[config.mk]
export PLATFORM = sky130hd
export DESIGN_NAME = fpAddSub
export DESIGN_NICKNAME = d
export VERILOG_FILES = /design/src/logic/fpAddCtrlPkg.sv /design/src/logic/fpFormatPkg.sv /design/src/logic/fpAddSub.sv /design/src/logic/fpAlign.sv /design/src/logic/fpExecute.sv /design/src/logic/fpNormalizeRound.sv /design/src/logic/fpPrealign.sv
export VERILOG_INCLUDE_DIRS = /design/src /design/src/logic
export SDC_FILE = /design/constraint.sdc
export NUM_CORES = 1
export LEC_CHECK = 0
export ABC_AREA = 1
export BUFFER_PORTS_ARGS = -buffer_cell sky130_fd_sc_hd__buf_2
export CAP_MARGIN = 20
export CORE_MARGIN = 3
export CORE_UTILIZATION = 60
export DETAILED_ROUTE_END_ITERATION = 7
export PLACE_DENSITY = 0.8
export SYNTH_ARGS = -nofsm -noshare
export SYNTH_HDL_FRONTEND = slang
export SYNTH_SLANG_ARGS = --single-unit
[constraint.sdc]
create_clock -name clk -period 12.9 [get_ports clk]
set_input_delay 2.58 -clock clk [delete_from_list [all_inputs] [get_ports clk]]
set_output_delay 2.58 -clock clk [all_outputs]
set_load 0.05 [all_outputs]
[src/logic/fpAdd_macros.svh]
`ifndef FPADD_MACROS_SVH
`define FPADD_MACROS_SVH

`default_nettype none

// binary16 layout
`define FP_WIDTH 16   // Whole word
`define FP_EXP_W 5    // Exponent field
`define FP_MAN_W 10   // Stored mantissa field
`define FP_BIAS  15   // Exponent bias
`define FP_GRS_W 3    // Guard, round and sticky

// Derived widths
`define FP_SIG_W (`FP_MAN_W+`FP_GRS_W+1)  // Hidden bit + mantissa + GRS
`define FP_EXP_MAX (2*`FP_BIAS)           // Largest finite biased exponent

`default_nettype wire

`endif

[src/logic/fpAddCtrlPkg.sv]
`default_nettype none

package fpAddCtrlPkg;

	// Requested operation
	typedef enum logic {
		opAdd = 1'b0,  // a + b
		opSub = 1'b1   // a - b
	} fpOp_e;

	// Input exception vector, same bit order as the prealign block
	typedef struct packed {
		logic anyExc;  // Some input is NaN or infinity
		logic aNaN;    // A is NaN
		logic bNaN;    // B is NaN
		logic aInf;    // A is infinity
		logic bInf;    // B is infinity
	} inputExc_t;

	// Result status
	typedef struct packed {
		logic invalid;    // NaN produced
		logic overflow;   // Rounded to infinity
		logic underflow;  // Flushed to zero
	} resultFlags_t;

endpackage

`default_nettype wire

[src/logic/fpFormatPkg.sv]
`include "fpAdd_macros.svh"
`default_nettype none

package fpFormatPkg;

	// Field view of one binary16 word
	typedef struct packed {
		logic                 sign;  // Sign bit
		logic [`FP_EXP_W-1:0] exp;   // Biased exponent
		logic [`FP_MAN_W-1:0] man;   // Fraction without hidden bit
	} fpFields_t;

	// Same word seen as raw bits or as fields
	typedef union packed {
		logic [`FP_WIDTH-1:0] bits;  // Port view
		fpFields_t            f;     // Decode view
	} fpWord_u;

	// Exponent and mantissa with the sign stripped
	typedef logic [`FP_WIDTH-2:0] fpMag_t;

endpackage

`default_nettype wire

[src/logic/fpAddSub.sv]
`timescale 1ns/1ps
`include "fpAdd_macros.svh"
`default_nettype none

module fpAddSub (
	input  logic                        clk,
	input  logic                        rstN,
	input  logic                        inVal,   // One strobe per operand pair
	input  fpFormatPkg::fpWord_u        a,
	input  fpFormatPkg::fpWord_u        b,
	input  fpAddCtrlPkg::fpOp_e         op,
	output logic                        outVal,  // inVal delayed by 3
	output fpFormatPkg::fpWord_u        result,
	output fpAddCtrlPkg::resultFlags_t  flags
);
	import fpFormatPkg::*;
	import fpAddCtrlPkg::*;

	// Stage 0, combinational
	logic                   signA, signB;
	logic [2*`FP_EXP_W-1:0] shiftDet;
	inputExc_t              preExc;
	fpMag_t                 magA, magB;
	fpOp_e                  preOp, alnOp;
	logic [`FP_SIG_W-1:0]   alnLarge, alnSmall;
	logic [`FP_EXP_W-1:0]   alnExp;
	logic                   alnLargeSign, alnSmallSign;

	// Stage 1 registers
	logic                   s1Val;
	logic [`FP_SIG_W-1:0]   s1Large, s1Small;
	logic [`FP_EXP_W-1:0]   s1Exp;
	logic                   s1LargeSign, s1SmallSign;
	logic                   s1SignA, s1SignB;  // Needed for infinity sign
	fpOp_e                  s1Op;
	inputExc_t              s1Exc;

	// Stage 2 registers
	logic                   s2Val;
	logic [`FP_SIG_W:0]     exeSum, s2Sum;
	logic                   exeSign, s2Sign;
	logic [`FP_EXP_W-1:0]   s2Exp;
	logic                   s2SignA, s2SignB;
	fpOp_e                  s2Op;
	inputExc_t              s2Exc;

	// Stage 3 inputs
	fpWord_u                nrmResult;
	resultFlags_t           nrmFlags;

	fpPrealign u_prealign (.a(a), .b(b), .op(op), .signA(signA), .signB(signB),
		.shiftDet(shiftDet), .inputExc(preExc), .magA(magA), .magB(magB), .opOut(preOp));

	fpAlign u_align (.signA(signA), .signB(signB), .shiftDet(shiftDet), .magA(magA),
		.magB(magB), .opIn(preOp), .largeMan(alnLarge), .smallMan(alnSmall), .baseExp(alnExp),
		.largeSign(alnLargeSign), .smallSign(alnSmallSign), .opOut(alnOp));

	fpExecute u_execute (.largeMan(s1Large), .smallMan(s1Small), .largeSign(s1LargeSign),
		.smallSign(s1SmallSign), .op(s1Op), .sumMan(exeSum), .sumSign(exeSign));

	fpNormalizeRound u_normRound (.sumMan(s2Sum), .sumSign(s2Sign), .baseExp(s2Exp),
		.inputExc(s2Exc), .signA(s2SignA), .signB(s2SignB), .op(s2Op),
		.result(nrmResult), .flags(nrmFlags));

	// Valid chain, the only reset state
	always_ff @(posedge clk or negedge rstN) begin
		if (!rstN) begin
			s1Val  <= 1'b0;
			s2Val  <= 1'b0;
			outVal <= 1'b0;
		end else begin
			s1Val  <= inVal;
			s2Val  <= s1Val;
			outVal <= s2Val;
		end
	end

	// Payload, loads only with its strobe
	always_ff @(posedge clk) begin
		if (inVal) begin
			s1Large     <= alnLarge;
			s1Small     <= alnSmall;
			s1Exp       <= alnExp;
			s1LargeSign <= alnLargeSign;
			s1SmallSign <= alnSmallSign;
			s1SignA     <= signA;
			s1SignB     <= signB;
			s1Op        <= alnOp;
			s1Exc       <= preExc;
		end
		if (s1Val) begin
			s2Sum   <= exeSum;
			s2Sign  <= exeSign;
			s2Exp   <= s1Exp;
			s2SignA <= s1SignA;
			s2SignB <= s1SignB;
			s2Op    <= s1Op;
			s2Exc   <= s1Exc;
		end
		if (s2Val) begin
			result <= nrmResult;
			flags  <= nrmFlags;
		end
	end

endmodule

`default_nettype wire

[src/logic/fpAlign.sv]
`timescale 1ns/1ps
`include "fpAdd_macros.svh"
`default_nettype none

module fpAlign (
	input  logic                     signA,
	input  logic                     signB,
	input  logic [2*`FP_EXP_W-1:0]   shiftDet,
	input  fpFormatPkg::fpMag_t      magA,
	input  fpFormatPkg::fpMag_t      magB,
	input  fpAddCtrlPkg::fpOp_e      opIn,
	output logic [`FP_SIG_W-1:0]     largeMan,   // Hidden bit, fraction, GRS
	output logic [`FP_SIG_W-1:0]     smallMan,   // Aligned to largeMan
	output logic [`FP_EXP_W-1:0]     baseExp,
	output logic                     largeSign,  // Effective sign of larger operand
	output logic                     smallSign,  // Smaller sign, effective after op flip
	output fpAddCtrlPkg::fpOp_e      opOut
);
	import fpAddCtrlPkg::*;

	logic                    aLarger;      // |A| >= |B|
	logic                    effSignB;     // B sign after op
	logic [`FP_EXP_W-1:0]    expA, expB;
	logic [`FP_SIG_W-1:0]    sigA, sigB;   // Unshifted significands
	logic [`FP_SIG_W-1:0]    smallRaw;
	logic [`FP_EXP_W-1:0]    shiftAmt;
	logic [2*`FP_SIG_W-1:0]  shiftExt;     // Upper half kept, lower half shifted out

	assign expA = magA[`FP_WIDTH-2:`FP_MAN_W];
	assign expB = magB[`FP_WIDTH-2:`FP_MAN_W];

	// Zero exponent means zero, subnormals included
	assign sigA = (expA != '0) ? {1'b1, magA[`FP_MAN_W-1:0], {`FP_GRS_W{1'b0}}} : '0;
	assign sigB = (expB != '0) ? {1'b1, magB[`FP_MAN_W-1:0], {`FP_GRS_W{1'b0}}} : '0;

	assign aLarger  = (magA >= magB);  // Exp then fraction, plain compare works
	assign effSignB = signB ^ (opIn == opSub);

	assign largeMan  = aLarger ? sigA : sigB;
	assign smallRaw  = aLarger ? sigB : sigA;
	assign baseExp   = aLarger ? expA : expB;
	assign largeSign = aLarger ? signA : effSignB;
	assign smallSign = aLarger ? signB : signA ^ (opIn == opSub);  // A pre-flipped, op flip restores it
	assign shiftAmt  = aLarger ? shiftDet[`FP_EXP_W-1:0] : shiftDet[2*`FP_EXP_W-1:`FP_EXP_W];

	assign shiftExt = {smallRaw, {`FP_SIG_W{1'b0}}} >> shiftAmt;

	always_comb begin
		if (shiftAmt >= `FP_SIG_W) begin
			smallMan = {{(`FP_SIG_W-1){1'b0}}, |smallRaw};  // Everything gone, sticky only
		end else begin
			smallMan = {shiftExt[2*`FP_SIG_W-1:`FP_SIG_W+1],
				shiftExt[`FP_SIG_W] | (|shiftExt[`FP_SIG_W-1:0])};  // Fold lost bits into sticky
		end
	end

	assign opOut = opIn;

endmodule

`default_nettype wire

[src/logic/fpExecute.sv]
`timescale 1ns/1ps
`include "fpAdd_macros.svh"
`default_nettype none

module fpExecute (
	input  logic [`FP_SIG_W-1:0]  largeMan,
	input  logic [`FP_SIG_W-1:0]  smallMan,
	input  logic                  largeSign,
	input  logic                  smallSign,
	input  fpAddCtrlPkg::fpOp_e   op,
	output logic [`FP_SIG_W:0]    sumMan,   // One carry bit on top
	output logic                  sumSign
);
	import fpAddCtrlPkg::*;

	logic effSub;      // Signs differ once op is applied
	logic zeroDiff;    // Exact cancellation

	// XOR is symmetric so the swap does not matter here
	assign effSub = largeSign ^ smallSign ^ (op == opSub);

	always_comb begin
		if (effSub) begin
			sumMan = {1'b0, largeMan} - {1'b0, smallMan};  // Never negative, large >= small
		end else begin
			sumMan = {1'b0, largeMan} + {1'b0, smallMan};
		end
	end

	assign zeroDiff = effSub && (sumMan == '0);

	// x - x is +0 under round to nearest
	assign sumSign = zeroDiff ? 1'b0 : largeSign;

endmodule

`default_nettype wire

[src/logic/fpNormalizeRound.sv]
`timescale 1ns/1ps
`include "fpAdd_macros.svh"
`default_nettype none

module fpNormalizeRound (
	input  logic [`FP_SIG_W:0]       sumMan,
	input  logic                     sumSign,
	input  logic [`FP_EXP_W-1:0]     baseExp,
	input  fpAddCtrlPkg::inputExc_t  inputExc,
	input  logic                     signA,
	input  logic                     signB,
	input  fpAddCtrlPkg::fpOp_e      op,
	output fpFormatPkg::fpWord_u     result,
	output fpAddCtrlPkg::resultFlags_t flags
);
	import fpAddCtrlPkg::*;

	logic                        effSignB;   // B sign after op
	logic                        infClash;   // inf - inf
	logic                        carry;      // Sum spilled into top bit
	logic                        sumZero;
	logic [3:0]                  lzCount;    // Leading zeros below carry bit
	logic [`FP_SIG_W-1:0]        normMan;    // Hidden bit at MSB
	logic signed [`FP_EXP_W+1:0] expNorm;
	logic signed [`FP_EXP_W+1:0] expRound;
	logic                        lsbBit, guardBit, roundBit, stickyBit;
	logic                        roundUp;
	logic [`FP_MAN_W:0]          manRound;   // Extra bit catches round carry

	assign effSignB = signB ^ (op == opSub);
	assign infClash = inputExc.aInf & inputExc.bInf & (signA ^ effSignB);
	assign carry    = sumMan[`FP_SIG_W];
	assign sumZero  = (sumMan == '0);

	// Priority search from the top
	always_comb begin
		logic found;
		found   = 1'b0;
		lzCount = '0;
		for (int i = `FP_SIG_W - 1; i >= 0; i--) begin
			if (!found && sumMan[i]) begin
				lzCount = 4'(`FP_SIG_W - 1 - i);
				found   = 1'b1;
			end
		end
	end

	always_comb begin
		if (carry) begin
			normMan = {sumMan[`FP_SIG_W:2], sumMan[1] | sumMan[0]};  // Shift right, keep sticky
		end else begin
			normMan = sumMan[`FP_SIG_W-1:0] << lzCount;
		end
	end

	assign expNorm = $signed({2'b00, baseExp}) + $signed({6'b0, carry})
		- $signed({3'b000, lzCount});

	// Round to nearest even
	assign lsbBit    = normMan[`FP_GRS_W];
	assign guardBit  = normMan[`FP_GRS_W-1];
	assign roundBit  = normMan[`FP_GRS_W-2];
	assign stickyBit = normMan[0];
	assign roundUp   = guardBit & (roundBit | stickyBit | lsbBit);
	assign manRound  = {1'b0, normMan[`FP_SIG_W-2:`FP_GRS_W]} + {{`FP_MAN_W{1'b0}}, roundUp};
	assign expRound  = expNorm + $signed({6'b0, manRound[`FP_MAN_W]});  // 1.11..1 rounds to 10.0

	always_comb begin
		result = '0;
		flags  = '0;
		if (inputExc.aNaN | inputExc.bNaN | infClash) begin
			result.f.exp = '1;                                  // Quiet NaN 7E00
			result.f.man = {1'b1, {(`FP_MAN_W-1){1'b0}}};
			flags.invalid = 1'b1;
		end else if (inputExc.anyExc) begin
			result.f.sign = inputExc.aInf ? signA : effSignB;   // Infinity passes through
			result.f.exp  = '1;
		end else if (sumZero) begin
			result.f.sign = sumSign;                            // Exact zero, no flag
		end else if (expRound > `FP_EXP_MAX) begin
			result.f.sign  = sumSign;
			result.f.exp   = '1;
			flags.overflow = 1'b1;
		end else if (expRound < 1) begin
			result.f.sign   = sumSign;                          // Flush to zero
			flags.underflow = 1'b1;
		end else begin
			result.f.sign = sumSign;
			result.f.exp  = expRound[`FP_EXP_W-1:0];
			result.f.man  = manRound[`FP_MAN_W-1:0];            // Zero after round carry
		end
	end

endmodule

`default_nettype wire

[src/logic/fpPrealign.sv]
`timescale 1ns/1ps
`include "fpAdd_macros.svh"
`default_nettype none

module fpPrealign (
	input  fpFormatPkg::fpWord_u     a,
	input  fpFormatPkg::fpWord_u     b,
	input  fpAddCtrlPkg::fpOp_e      op,
	output logic                     signA,
	output logic                     signB,
	output logic [2*`FP_EXP_W-1:0]   shiftDet,  // {B-A, A-B}
	output fpAddCtrlPkg::inputExc_t  inputExc,
	output fpFormatPkg::fpMag_t      magA,
	output fpFormatPkg::fpMag_t      magB,
	output fpAddCtrlPkg::fpOp_e      opOut
);
	import fpFormatPkg::*;

	fpFields_t fldA;                // Field view of a
	fpFields_t fldB;                // Field view of b
	logic      aNaN, bNaN;          // All-ones exponent, nonzero fraction
	logic      aInf, bInf;          // All-ones exponent, zero fraction
	logic [`FP_EXP_W-1:0] diffAB;   // ExpA - ExpB
	logic [`FP_EXP_W-1:0] diffBA;   // ExpB - ExpA

	assign fldA = a.f;
	assign fldB = b.f;

	assign aNaN = (&fldA.exp) & (|fldA.man);
	assign bNaN = (&fldB.exp) & (|fldB.man);
	assign aInf = (&fldA.exp) & ~(|fldA.man);
	assign bInf = (&fldB.exp) & ~(|fldB.man);

	assign inputExc = '{anyExc: aNaN | bNaN | aInf | bInf,
		aNaN: aNaN, bNaN: bNaN, aInf: aInf, bInf: bInf};

	// Both differences wrap mod 32, the larger side picks one later
	assign diffAB = fldA.exp - fldB.exp;
	assign diffBA = fldB.exp - fldA.exp;
	assign shiftDet = {diffBA, diffAB};

	assign signA = fldA.sign;
	assign signB = fldB.sign;
	assign magA  = a.bits[`FP_WIDTH-2:0];  // Drop sign
	assign magB  = b.bits[`FP_WIDTH-2:0];
	assign opOut = op;                     // Op rides along

endmodule

`default_nettype wire

== Word level (Yosys, flattened, before mapping) ==
Index checks and enable logic that the tools add are counted.

* Output and inout bits: 20
* Register bits after elaboration: 94

* Shift operators: 2
* $lt $le $gt $ge: 4
* Multiplexer cells: 51
* Bitwise operators: 24
* Add/subtract/negate cells: 8
* Reduce and logical (&&, ||, !) cells: 40

{| class="wikitable"
|+ Operator list
! kind !! count
|-
| 2-to-1 mux 15 bit || 7
|-
| 2-to-1 mux 14 bit || 4
|-
| 2-to-1 mux 4 bit || 12
|-
| logical NOT 15 bit || 2
|-
| OR reduction 14 bit || 2
|-
| >> shifter 28 x 5 -> 28 bit || 1
|-
| 2-to-1 mux 1 bit || 21
|-
| 2-to-1 mux 10 bit || 2
|-
| OR reduction 10 bit || 2
|-
| adder 14 x 14 -> 15 bit || 1
|-
| >= comparator 15 bit || 1
|-
| 2-to-1 mux 5 bit || 3
|-
| subtractor 14 x 14 -> 15 bit || 1
|-
| logical AND 1 bit || 14
|-
| left shift 14 x 4 -> 13 bit || 1
|-
| logical NOT 1 bit || 13
|-
| 2-to-1 mux 13 bit || 1
|-
| adder 10 x 1 -> 11 bit || 1
|-
| AND reduction 5 bit || 2
|-
| nonzero test 5 bit || 2
|-
| subtractor 5 bit || 2
|-
| bitwise OR 1 bit || 9
|-
| adder 7 x 2 -> 7 bit || 1
|-
| AND 1 bit || 7
|-
| other kinds (11) || 17
|}

== Depth between registers and ports, before layout ==
Gate-level depths: netlist (run 1).

* Depth after elaboration: 56
* Mapped depth: 39

== Modules after synthesis ==
A second synthesis (run 1) with hierarchy kept.

* Cells, all modules: 1164
* Area, all modules: 8395.6 um^2

{| class="wikitable"
|+ By module, submodules not included
! module !! area each (um^2) !! instances !! cells an instance
|-
| fpAddSub || 2807.7 || 1 || 94
|-
| fpAlign || 1746.7 || 1 || 352
|-
| fpNormalizeRound || 1740.4 || 1 || 325
|-
| fpExecute || 1303.8 || 1 || 260
|-
| fpPrealign || 797.0 || 1 || 133
|}

== Worst setup path before layout (run 1) ==
OpenSTA, ideal clock, no wires.

* Path type: flip-flop to flip-flop
* From: register s2Sum[10]
* To: register result[3] (netlist bit), data pin
* Data required time: 12754 ps
* Slack: 7863 ps
* Data arrival time: 4891 ps
* Cell stages (with the launch flop): 35
* Setup time: 146 ps
* Buffers on the path: 1
* Cell sequence: edfxtp_1 nor2_4 nand2_4 nor2_4 nand4_4 nand3b_4 inv_2 buf_6 nand3_2 nand3_2 o22ai_2 nand2_2 inv_1 ha_1 nand3_1 nor2_2 nand3_1 nor2_1 nand3_1 ha_1 inv_1 ha_1 inv_1 fa_1 o21ai_0 a21oi_1 nor2_1 nor2_1 xor2_1 inv_1 a31oi_1 nand3_1 inv_1 o21ai_0 a21oi_1

* Word-level cells in the longest chain between the ends: 45
* Elaborated cells on any way between the ends: 59
* Those cells by class: add/sub (3); order compare (2); shift (1); mux (27); bitwise (3); reduce/logical (23)

{| class="wikitable"
|+ Ends and longest elaborated chain
! item !! RTL line !! text
|-
| start, declared || fpAddSub.sv:40 || <nowiki>logic [`FP_SIG_W:0] exeSum, s2Sum;</nowiki>
|-
| start signal, assigned || fpAddSub.sv:92 || <nowiki>s2Sum <= exeSum;</nowiki>
|-
| logical AND 1 bit || fpNormalizeRound.sv:41 || <nowiki>if (!found && sumMan[i]) begin</nowiki>
|-
| 2-to-1 mux 1 bit || fpNormalizeRound.sv:41 ||
|-
| logical NOT 1 bit || fpNormalizeRound.sv:41 ||
|-
| logical AND 1 bit || fpNormalizeRound.sv:41 ||
|-
| 2-to-1 mux 1 bit || fpNormalizeRound.sv:41 ||
|-
| logical NOT 1 bit || fpNormalizeRound.sv:41 ||
|-
| logical AND 1 bit || fpNormalizeRound.sv:41 ||
|-
| 2-to-1 mux 1 bit || fpNormalizeRound.sv:41 ||
|-
| [... 29 more ...] || n/a ||
|-
| adder 10 x 1 -> 11 bit || fpNormalizeRound.sv:65 || <nowiki>assign manRound = {1'b0, normMan[`FP_SIG_W-2:`FP_GRS_W]} + {{`FP_MAN_W{1'b0}}, roundUp};</nowiki>
|-
| adder 7 x 2 -> 7 bit || fpNormalizeRound.sv:66 || <nowiki>assign expRound = expNorm + $signed({6'b0, manRound[`FP_MAN_W]});</nowiki>
|-
| < comparator 7 x 2 -> 1 bit || fpNormalizeRound.sv:84 || <nowiki>end else if (expRound < 1) begin</nowiki>
|-
| 2-to-1 mux 15 bit || fpNormalizeRound.sv:84 ||
|-
| 2-to-1 mux 15 bit || fpNormalizeRound.sv:80 || <nowiki>end else if (expRound > `FP_EXP_MAX) begin</nowiki>
|-
| 2-to-1 mux 15 bit || fpNormalizeRound.sv:78 || <nowiki>end else if (sumZero) begin</nowiki>
|-
| 2-to-1 mux 15 bit || fpNormalizeRound.sv:75 || <nowiki>end else if (inputExc.anyExc) begin</nowiki>
|-
| 2-to-1 mux 15 bit || fpNormalizeRound.sv:71 || <nowiki>if (inputExc.aNaN | inputExc.bNaN | infClash) begin</nowiki>
|-
| end signal, assigned || fpAddSub.sv:101 || <nowiki>result <= nrmResult;</nowiki>
|-
| end, declared || fpAddSub.sv:13 || <nowiki>output fpFormatPkg::fpWord_u result,</nowiki>
|}

Several ways; a longest one is shown, not always the timed one. The select of a mux whose other input is x is not followed.
A chain may end at the register's enable or synchronous reset.

== Final worst setup path (run 1) ==
* From: register s2Sum[6]
* To: register result[3] (netlist bit), data pin

* Word-level cells in the longest chain between the ends: 33
* Elaborated cells on any way between the ends: 43
* Those cells by class: add/sub (3); order compare (2); shift (1); mux (19); bitwise (3); reduce/logical (15)

{| class="wikitable"
|+ Ends and longest elaborated chain
! item !! RTL line
|-
| logical AND 1 bit || fpNormalizeRound.sv:41
|-
| 2-to-1 mux 1 bit || fpNormalizeRound.sv:41
|-
| logical NOT 1 bit || fpNormalizeRound.sv:41
|-
| logical AND 1 bit || fpNormalizeRound.sv:41
|-
| 2-to-1 mux 1 bit || fpNormalizeRound.sv:41
|-
| logical NOT 1 bit || fpNormalizeRound.sv:41
|-
| logical AND 1 bit || fpNormalizeRound.sv:41
|-
| 2-to-1 mux 1 bit || fpNormalizeRound.sv:41
|-
| [... 17 more ...] || n/a
|-
| adder 10 x 1 -> 11 bit || fpNormalizeRound.sv:65
|-
| adder 7 x 2 -> 7 bit || fpNormalizeRound.sv:66
|-
| < comparator 7 x 2 -> 1 bit || fpNormalizeRound.sv:84
|-
| 2-to-1 mux 15 bit || fpNormalizeRound.sv:84
|-
| 2-to-1 mux 15 bit || fpNormalizeRound.sv:80
|-
| 2-to-1 mux 15 bit || fpNormalizeRound.sv:78
|-
| 2-to-1 mux 15 bit || fpNormalizeRound.sv:75
|-
| 2-to-1 mux 15 bit || fpNormalizeRound.sv:71
|}

Several ways; a longest one is shown, not always the timed one. The select of a mux whose other input is x is not followed.

==> run metrics, run 1 <==
status finished, final reports clean; top cells by area, synth edfxtp_1, nand2_1, nand3_1; critical path arrival around 6500 ps; Hold/Removal Path Class flop to flop; total CTS buffers 9; hpwl dp roughly 14 mm; worst setup margin ~6600 ps; CTS sink cnt 91; RR Startpoint s2Sum[6]$_DFFE_PP_; instance area at placement around 0.0078 mm²; Fmax roughly 160 MHz; Rows 40; Chip Width ~120 µm; register area share after synthesis between 30% and 40%; Yosys cell types between 50 and 60; RSZ-0062 raised after global routing no; cts hold-fix bufs 0; Worst-Margin Slew approximately 870 ps; postcts setup bufs 0; Fin. Hold Viols 0; maxcap violations 0; Finished Cell Area about 0.0082 mm²; port buffer count between 50 and 60; fin crit share between 40% and 50%; crit path from s2Sum[6]$_DFFE_PP_; post-layout minimum cycle time between 6000 and 7000 ps; Initial DRT Pass Iterations 6; worst-path maximum fanout 17; NumNets Final 1087; leakage power between 0.003 and 0.004 µW; Total GRT Usage 26.1%; routability cong. roughly 0.95; Synth Warn # 0; initial antenna violation count 0; worst vdd ir between 90 and 100 µV; syn nets 1047; Antenna Nets Post-Route 0; Area Growth Syn to Fin 9.27%; die area approximately 0.014 mm²; Worst Hold Slack approximately 420 ps; Post-Syn Area per Cell between 7 and 8 µm²; Post-synth top flop edfxtp_1; PwrDens approximately 200 mW/mm²; diodes inserted 0; Die Span Y 118 µm; drt total wl about 18 mm; Synth top area share between 30% and 40%; clk_skew between 7 and 8 ps; Hold Path Stages 0; average wire per standard cell 15.4 µm; filler instances approximately 1.0k; Worst-Skew Late Latency approximately 340 ps; vias per cell ~5.8; post-cts gate resize count 0; kind of critical path flop to flop; IO Pins 56; Finish-stage setup viols 0; vias in the first global route approximately 6.3k; Worst path slowest cell edfxtp_1; register bit count reported by yosys 91; Starting Density approximately three fifths; Most Frequent Cell on Critical Path inv_1; fraction of registers with async set/reset between 3 and 4%; first-pass GRT wire length ~30 mm; largest area contributor in the netlist edfxtp_1; Hold Crit Start s1Exp[3]$_DFFE_PP_; largest net degree at the start of global routing 48; CORE AREA between 0.01 and 0.015 mm²; Worst Reg-to-Reg Cells 33; CTS tree yes; via count about 6.8k; Slew Viols, Final 0; Largest stage delay, worst path between 500 and 600 ps; Post-synth EDFFs 88; setup tns final 0 ps; worst rel slew slack 41.7%; Worst Path Required between 10000 and 15000 ps; crit start category flop; Root Buffer clkbuf_16; drt drc 0; clock-pin slew on the worst setup and hold paths 70 ps; fin util 67.6%; H-tree depth 3; Worst setup EP type flop; Syn Std Cell Area 0.00749 mm²; global route overflow 0; initial DRC count 660; Setup WS pre-CTS around 6500 ps; CTS max path bufs 2; Mapped Cells around 960; layout cells sized above 1 13.3%
## synth_stat cells, types with 2 or more instances
cell and number:
a211oi_1 2, a21o_1 3, a21oi_1 33, a221oi_1 2, a31oi_1 2, and2_1 4, buf_2 9, buf_4 3
buf_6 3, clkbuf_1 11, dfrtp_1 3, edfxtp_1 88, fa_1 3, ha_1 46, inv_1 127, inv_2 12
nand2_1 197, nand2_2 11, nand2_4 3, nand3_1 137, nand3_2 7, nand3b_1 3, nand4_1 32, nor2_1 69
nor2_2 7, nor2_4 8, nor3_1 8, nor4_1 5, o21a_1 2, o21ai_0 47, o21ai_1 5, o21ai_2 3
o21bai_1 3, o22ai_1 5, o22ai_2 2, o31ai_1 3, xnor2_1 10, xor2_1 29
## cell usage in the layout, fill, tap and decap left out, types with 3 or more instances in the layout
cell type  netlist  final
a21o_1           3      3
a21oi_1         33     33
and2_1           4      4
buf_2            9     55
clkbuf_16        0      9
dfrtp_1          3      3
edfxtp_1        88     88
fa_1             3      3
ha_1            46     46
inv_1          127    127
inv_2           12     12
nand2_1        197    197
nand2_2         11     11
nand2_4          3      3
nand3_1        137    137
nand3_2          7      7
nand3b_1         3      3
nand4_1         32     32
nor2_1          69     69
nor2_2           7      7
nor2_4           8      8
nor3_1           8      8
nor4_1           5      5
o21ai_0         47     47
o21ai_1          5      5
o21ai_2          3      3
o21bai_1         3      3
o22ai_1          5      5
o31ai_1          3      3
xnor2_1         10     10
xor2_1          29     29
## cells by family after synthesis
group | share of synthesized area, %
flip-flops | 36.3
AND/OR/NAND/NOR | 32.3
XOR/XNOR | 4.56
AO/OA/AOI/OAI | 9.16
buffers and inverters | 9.17
adder cells (fa/ha/maj) | 8.49
## path summary, 6_finish.rpt
kind / to / slack, ps
max reg2reg: result[3]$_SDFFCE_PP0P_ / 6600
min in group asynchronous: outVal$_DFF_PN0_ / 2020
min reg2reg: s2Exp[3]$_DFFE_PP_ / 420
max: result[3]$_SDFFCE_PP0P_ / 6600
min: s2Exp[3]$_DFFE_PP_ / 420
max in group asynchronous: s1Val$_DFF_PN0_ / 10780
## stage by stage
step                      power [µW]  std cells
after floorplan                 1170        962
after global placement          1330       1158
after detailed placement        1350       1158
after CTS                       1640       1174
after global routing            1790       1175
final                           1660       1175
## routing by layer
layer / GRT usage (%) / part of all wire, % / up-vias
met4: 14.1 / 4.9 / 0
met3: 3.75 / 5.4 / 73
met5: 0 / 0 / -
met1: 30.0 / 39 / 3106
li1: - / - / 3330
met2: 46.8 / 51 / 292
## critical path, delay by kind of cell (launching register included)
kind | cells | cell delay (ps)
AND/OR/NAND/NOR | 17 | 2710
flip-flops | 1 | 540
XOR/XNOR | 1 | 120
AO/OA/AOI/OAI | 6 | 1230
buffers and inverters | 5 | 520
adder cells (fa/ha/maj) | 4 | 1050
## power by group
| group | internal [µW] | leakage [µW] | switching [µW] | total (µW) |
|---|---|---|---|---|
| registers | 394 | 0.000901 | 63.3 | 458 |
| logic | 304 | 0.00279 | 606 | 909 |
| clock network | 181 | 0.000167 | 108 | 290 |
## state kept, by name, summed over array words and instances, names as in the netlist, 3 cells and up
| signal | flops |
|---|---|
| result | 16 |
| s2Sum | 15 |
| s1Small | 14 |
| s1Large | 11 |
| s1Exc | 5 |
| s1Exp | 5 |
| s2Exc | 5 |
| s2Exp | 5 |
| flags | 3 |
## final cells by class
| class | count | area [µm²] | area share [%] |
|---|---|---|---|
| Clock buffer | 11 | 253 | 3.09 |
| Clock inverter | 5 | 82.6 | 1.01 |
| Inverter | 140 | 526 | 6.42 |
| Multi-Input combinational cell | 703 | 4080 | 49.9 |
| Sequential cell | 91 | 2720 | 33.2 |
| Tap cell | 168 | 210 | 2.57 |
| Timing Repair Buffer | 57 | 310 | 3.79 |
No activity file was read; power rests on OpenSTA's default activity.
==> run 2, diff against run 1 <==
ABC_AREA = 0   (was 1)
CORE_UTILIZATION = 56   (was 60)
PLACE_DENSITY = 0.78   (was 0.8)
clock period = 5.2 ns   (was 12.9 ns; I/O delays follow)
==> run metrics, run 2 <==
clock network power share 13.4% (-4.1 points); fraction of registers with async set/reset 3.30% (unchanged); die area 0.0143 mm² (+3.3%); met1 wire length 8.48 mm (+22%); Rows 40 (unchanged); fin crit share 103% (+55 points); Antenna Nets Post-Route 0 (unchanged); leakage power 0.00378 µW (-2.0%); drt drc 0 (unchanged); crit start category flop; setup tns final -708 ps (-708 ps); total CTS buffers 9 (unchanged); most common cell after layout, fill and taps aside buf_4; Met3 Wirelength 1.78 mm (+80%); Yosys cell types 71 (+34%); first-pass GRT wire length 33.7 mm (+14%); Mapped Cells 792 (-18%); top cells by area, synth edfxtp_1, ha_1, mux2i_1; crit path from s2Sum[6]$_DFFE_PP_; Post-Syn Area per Cell 9.13 µm² (+17%); Post-synth top cells edfxtp_1, nor2_1, a21oi_1, nand2_1, inv_1; cts hold-fix bufs 0 (unchanged); routability cong. 1.06 (+11%); Worst Path Required 5380 ps (-7710 ps); RR Startpoint s2Sum[6]$_DFFE_PP_; Sw Pwr 2400 µW (+210%); reg-to-reg setup timing slack -180 ps (-6770 ps); worst setup margin -178 ps (-6770 ps); largest net degree at the start of global routing 42 (-13%); RSZ-0062 raised after global routing yes; Synth top area share 36.5% (+1.2 points); Synth Warn # 0 (unchanged); non-filler cells, final 1108 (-5.7%); worst-path maximum fanout 5 (-12); drt total wl 22.1 mm (+22%); vias in the first global route 6632 (+4.8%); Hold/Removal Path Class flop to flop; top routing layer in use met4; filler instances 849 (-19%); CTS max path bufs 2 (unchanged); Root Buffer clkbuf_16; most common cell in the netlist edfxtp_1; FF/Latch Area 0.00272 mm² (unchanged); clk_skew 11.0 ps (+3.65 ps); sequential power share 20.5% (-7.1 points); Worst-Skew Late Latency 350 ps (about the same); diodes inserted 0 (unchanged); Starting Density 58.7% (-3.1 points); global route overflow 0 (unchanged); H-tree depth 3 (unchanged); crit path capture result[7]$_SDFFCE_PP0P_; Hold Crit Start s1Exc[3]$_DFFE_PP_; hpwl dp 16.4 mm (+15%); syn nets 877 (-16%); top flop regs result x16, s2Sum x15, s1Small x14; combinational share of power 66.2% (+11 points); PwrDens 589 mW/mm² (+190%); Switching Fraction 44.5% (-2.4 points); Post-synth top flop edfxtp_1; worst rel slew slack 39.4% (-2.3 points); CORE AREA 0.0123 mm² (+1.7%); port buffer count 55 (unchanged); status complete, but fails checks; overall power 5390 µW (+230%); Slew Viols, Final 0 (unchanged); met2 WL 10.7 mm (+15%); via count 7022 (+3.2%); Worst Reg-to-Reg Cells 25 (-24%); worst vdd ir 242 µV (+150%); placed cells 1061 (-8.4%); failing checks setup timing; largest area contributor in the netlist edfxtp_1; IO Pins 56 (unchanged); Post-synth EDFFs 88 (unchanged); average wire per standard cell 20.0 µm (+30%); maxcap violations 0 (unchanged); register area share after synthesis 37.6% (+1.3 points); commonest non-fill, non-tap cells in the layout buf_4, edfxtp_1, nor2_1; cell-internal power 2990 µW (+240%); Chip Width 120 µm (+1.6%); Finish-stage setup viols 9 (+9); Die Span Y 120 µm (+1.6%); register bit count reported by yosys 91 (unchanged); max FFs per register 16 (unchanged); clock-pin slew on the worst setup and hold paths 70 ps (about the same); critical path arrival 5560 ps (-930 ps); post-layout minimum cycle time 5380 ps (-925 ps); Syn Std Cell Area 0.00723 mm² (-3.4%); Top reg by flops result; Worst setup EP type flop; CTS tree yes; vias per cell 6.34 (+9.5%); Area Growth Syn to Fin 26.5%; Fmax 186 MHz (+17%); NumNets Final 1020 (-6.2%); initial antenna violation count 0 (unchanged); Setup WS pre-CTS -217 ps (-6680 ps); Fin. Hold Viols 0 (unchanged); CTS sink cnt 91 (unchanged); Total GRT Usage 29.6% (+3.5 points); Worst-Margin Slew 909 ps (+41.1 ps); layout cells sized above 1 28.7% (+15 points); worst r2r dst result[7]$_SDFFCE_PP0P_; Multi-input gate area 0.00455 mm² (+11%); Initial DRT Pass Iterations 5 (-1); kind of critical path flop to flop; initial DRC count 694 (+5.2%)
run 2: cell count changes after synthesis, moves of 11 or more:
cell | before | now
a21oi_1 | 33 | 58
inv_1 | 127 | 52
mux2i_1 | 0 | 32
nand2_1 | 197 | 58
nand2_2 | 11 | 0
nand3_1 | 137 | 24
nand4_1 | 32 | 12
nor3_1 | 8 | 25
nor3b_1 | 1 | 12
xnor2_1 | 10 | 29
xor2_1 | 29 | 12
run 2: cells by family after synthesis:
kind of cell / share of synthesized area [%]
AND/OR/NAND/NOR: 19.1
AO/OA/AOI/OAI: 19.4
flip-flops: 37.6
buffers and inverters: 4.69
adder cells (fa/ha/maj): 8.79
XOR/XNOR: 5.31
multiplexers: 5.21
run 2: critical path: stages (launching register included):
cell and delay (ps):
edfxtp_1 450, buf_6 150, nor4_4 310, buf_4 200, and3_4 210, a2bb2oi_2 80, a21oi_4 240, buf_6 130
o221ai_2 80, a32oi_1 310, nand2_1 140, nor2_2 150, nand3_1 90, ha_1 300, inv_1 70, ha_2 180
inv_2 40, fa_2 420, buf_4 170, xor2_2 210, nand3b_1 170, nor3_4 60, a2111oi_4 470, nand2_2 130
or2_4 250, mux2i_1 190
run 2: routing by layer:
layer	vias up	GRT usage, %
met5	-	0
met4	0	15.2
met3	92	3.96
met2	392	50.1
met1	3289	37.0
li1	3249	-
run 2: how the worst min path moves through the flow:
| stage | to | slack [ps] | depth (start not counted) |
|---|---|---|---|
| 3_5_place_dp | s2Exc[3]$_DFFE_PP_ | 400 | 0 |
| 2_1_floorplan | s2Exc[0]$_DFFE_PP_ | 400 | 0 |
| 4_1_cts | s2Exc[3]$_DFFE_PP_ | 410 | 0 |
| 3_3_place_gp | s2Exc[3]$_DFFE_PP_ | 400 | 0 |
| 6_report | s2Exc[3]$_DFFE_PP_ | 410 | 0 |
| 5_1_grt | s2Exc[3]$_DFFE_PP_ | 430 | 0 |
run 2: metrics by stage:
step | instance area (µm²) | hold WS, ps | utilization, %
2_1_floorplan | 7260 | 400 | -
3_3_place_gp | 8220 | 403 | 66.7
3_5_place_dp | 8220 | 405 | 66.7
4_1_cts | 8780 | 412 | 71.3
5_1_grt | 9150 | 426 | 74.3
6_report | 9150 | 408 | 74.3
run 2: power groups by stage:
stage / clock network, µW / logic, µW / registers [µW]
floorplan: 0 / 1790 / 1110
global placement: 0 / 2820 / 1110
detailed placement: 0 / 2860 / 1120
CTS: 724 / 3070 / 1100
global route: 761 / 3800 / 1110
finish: 720 / 3560 / 1100
run 2: cell type report:
| cell class | instances | area share (%) |
|---|---|---|
| Multi-Input combinational cell | 614 | 49.7 |
| Tap cell | 168 | 2.30 |
| Timing Repair Buffer | 165 | 12.5 |
| Clock buffer | 9 | 2.46 |
| Sequential cell | 91 | 29.7 |
| Inverter | 54 | 2.22 |
| Clock inverter | 7 | 1.08 |
run 2: what timing repair did:
item	CTS	global route
buffers inserted	16	14
endpoints found under the setup margin	14	17
pin swaps	9	37
gates resized for setup	25	62
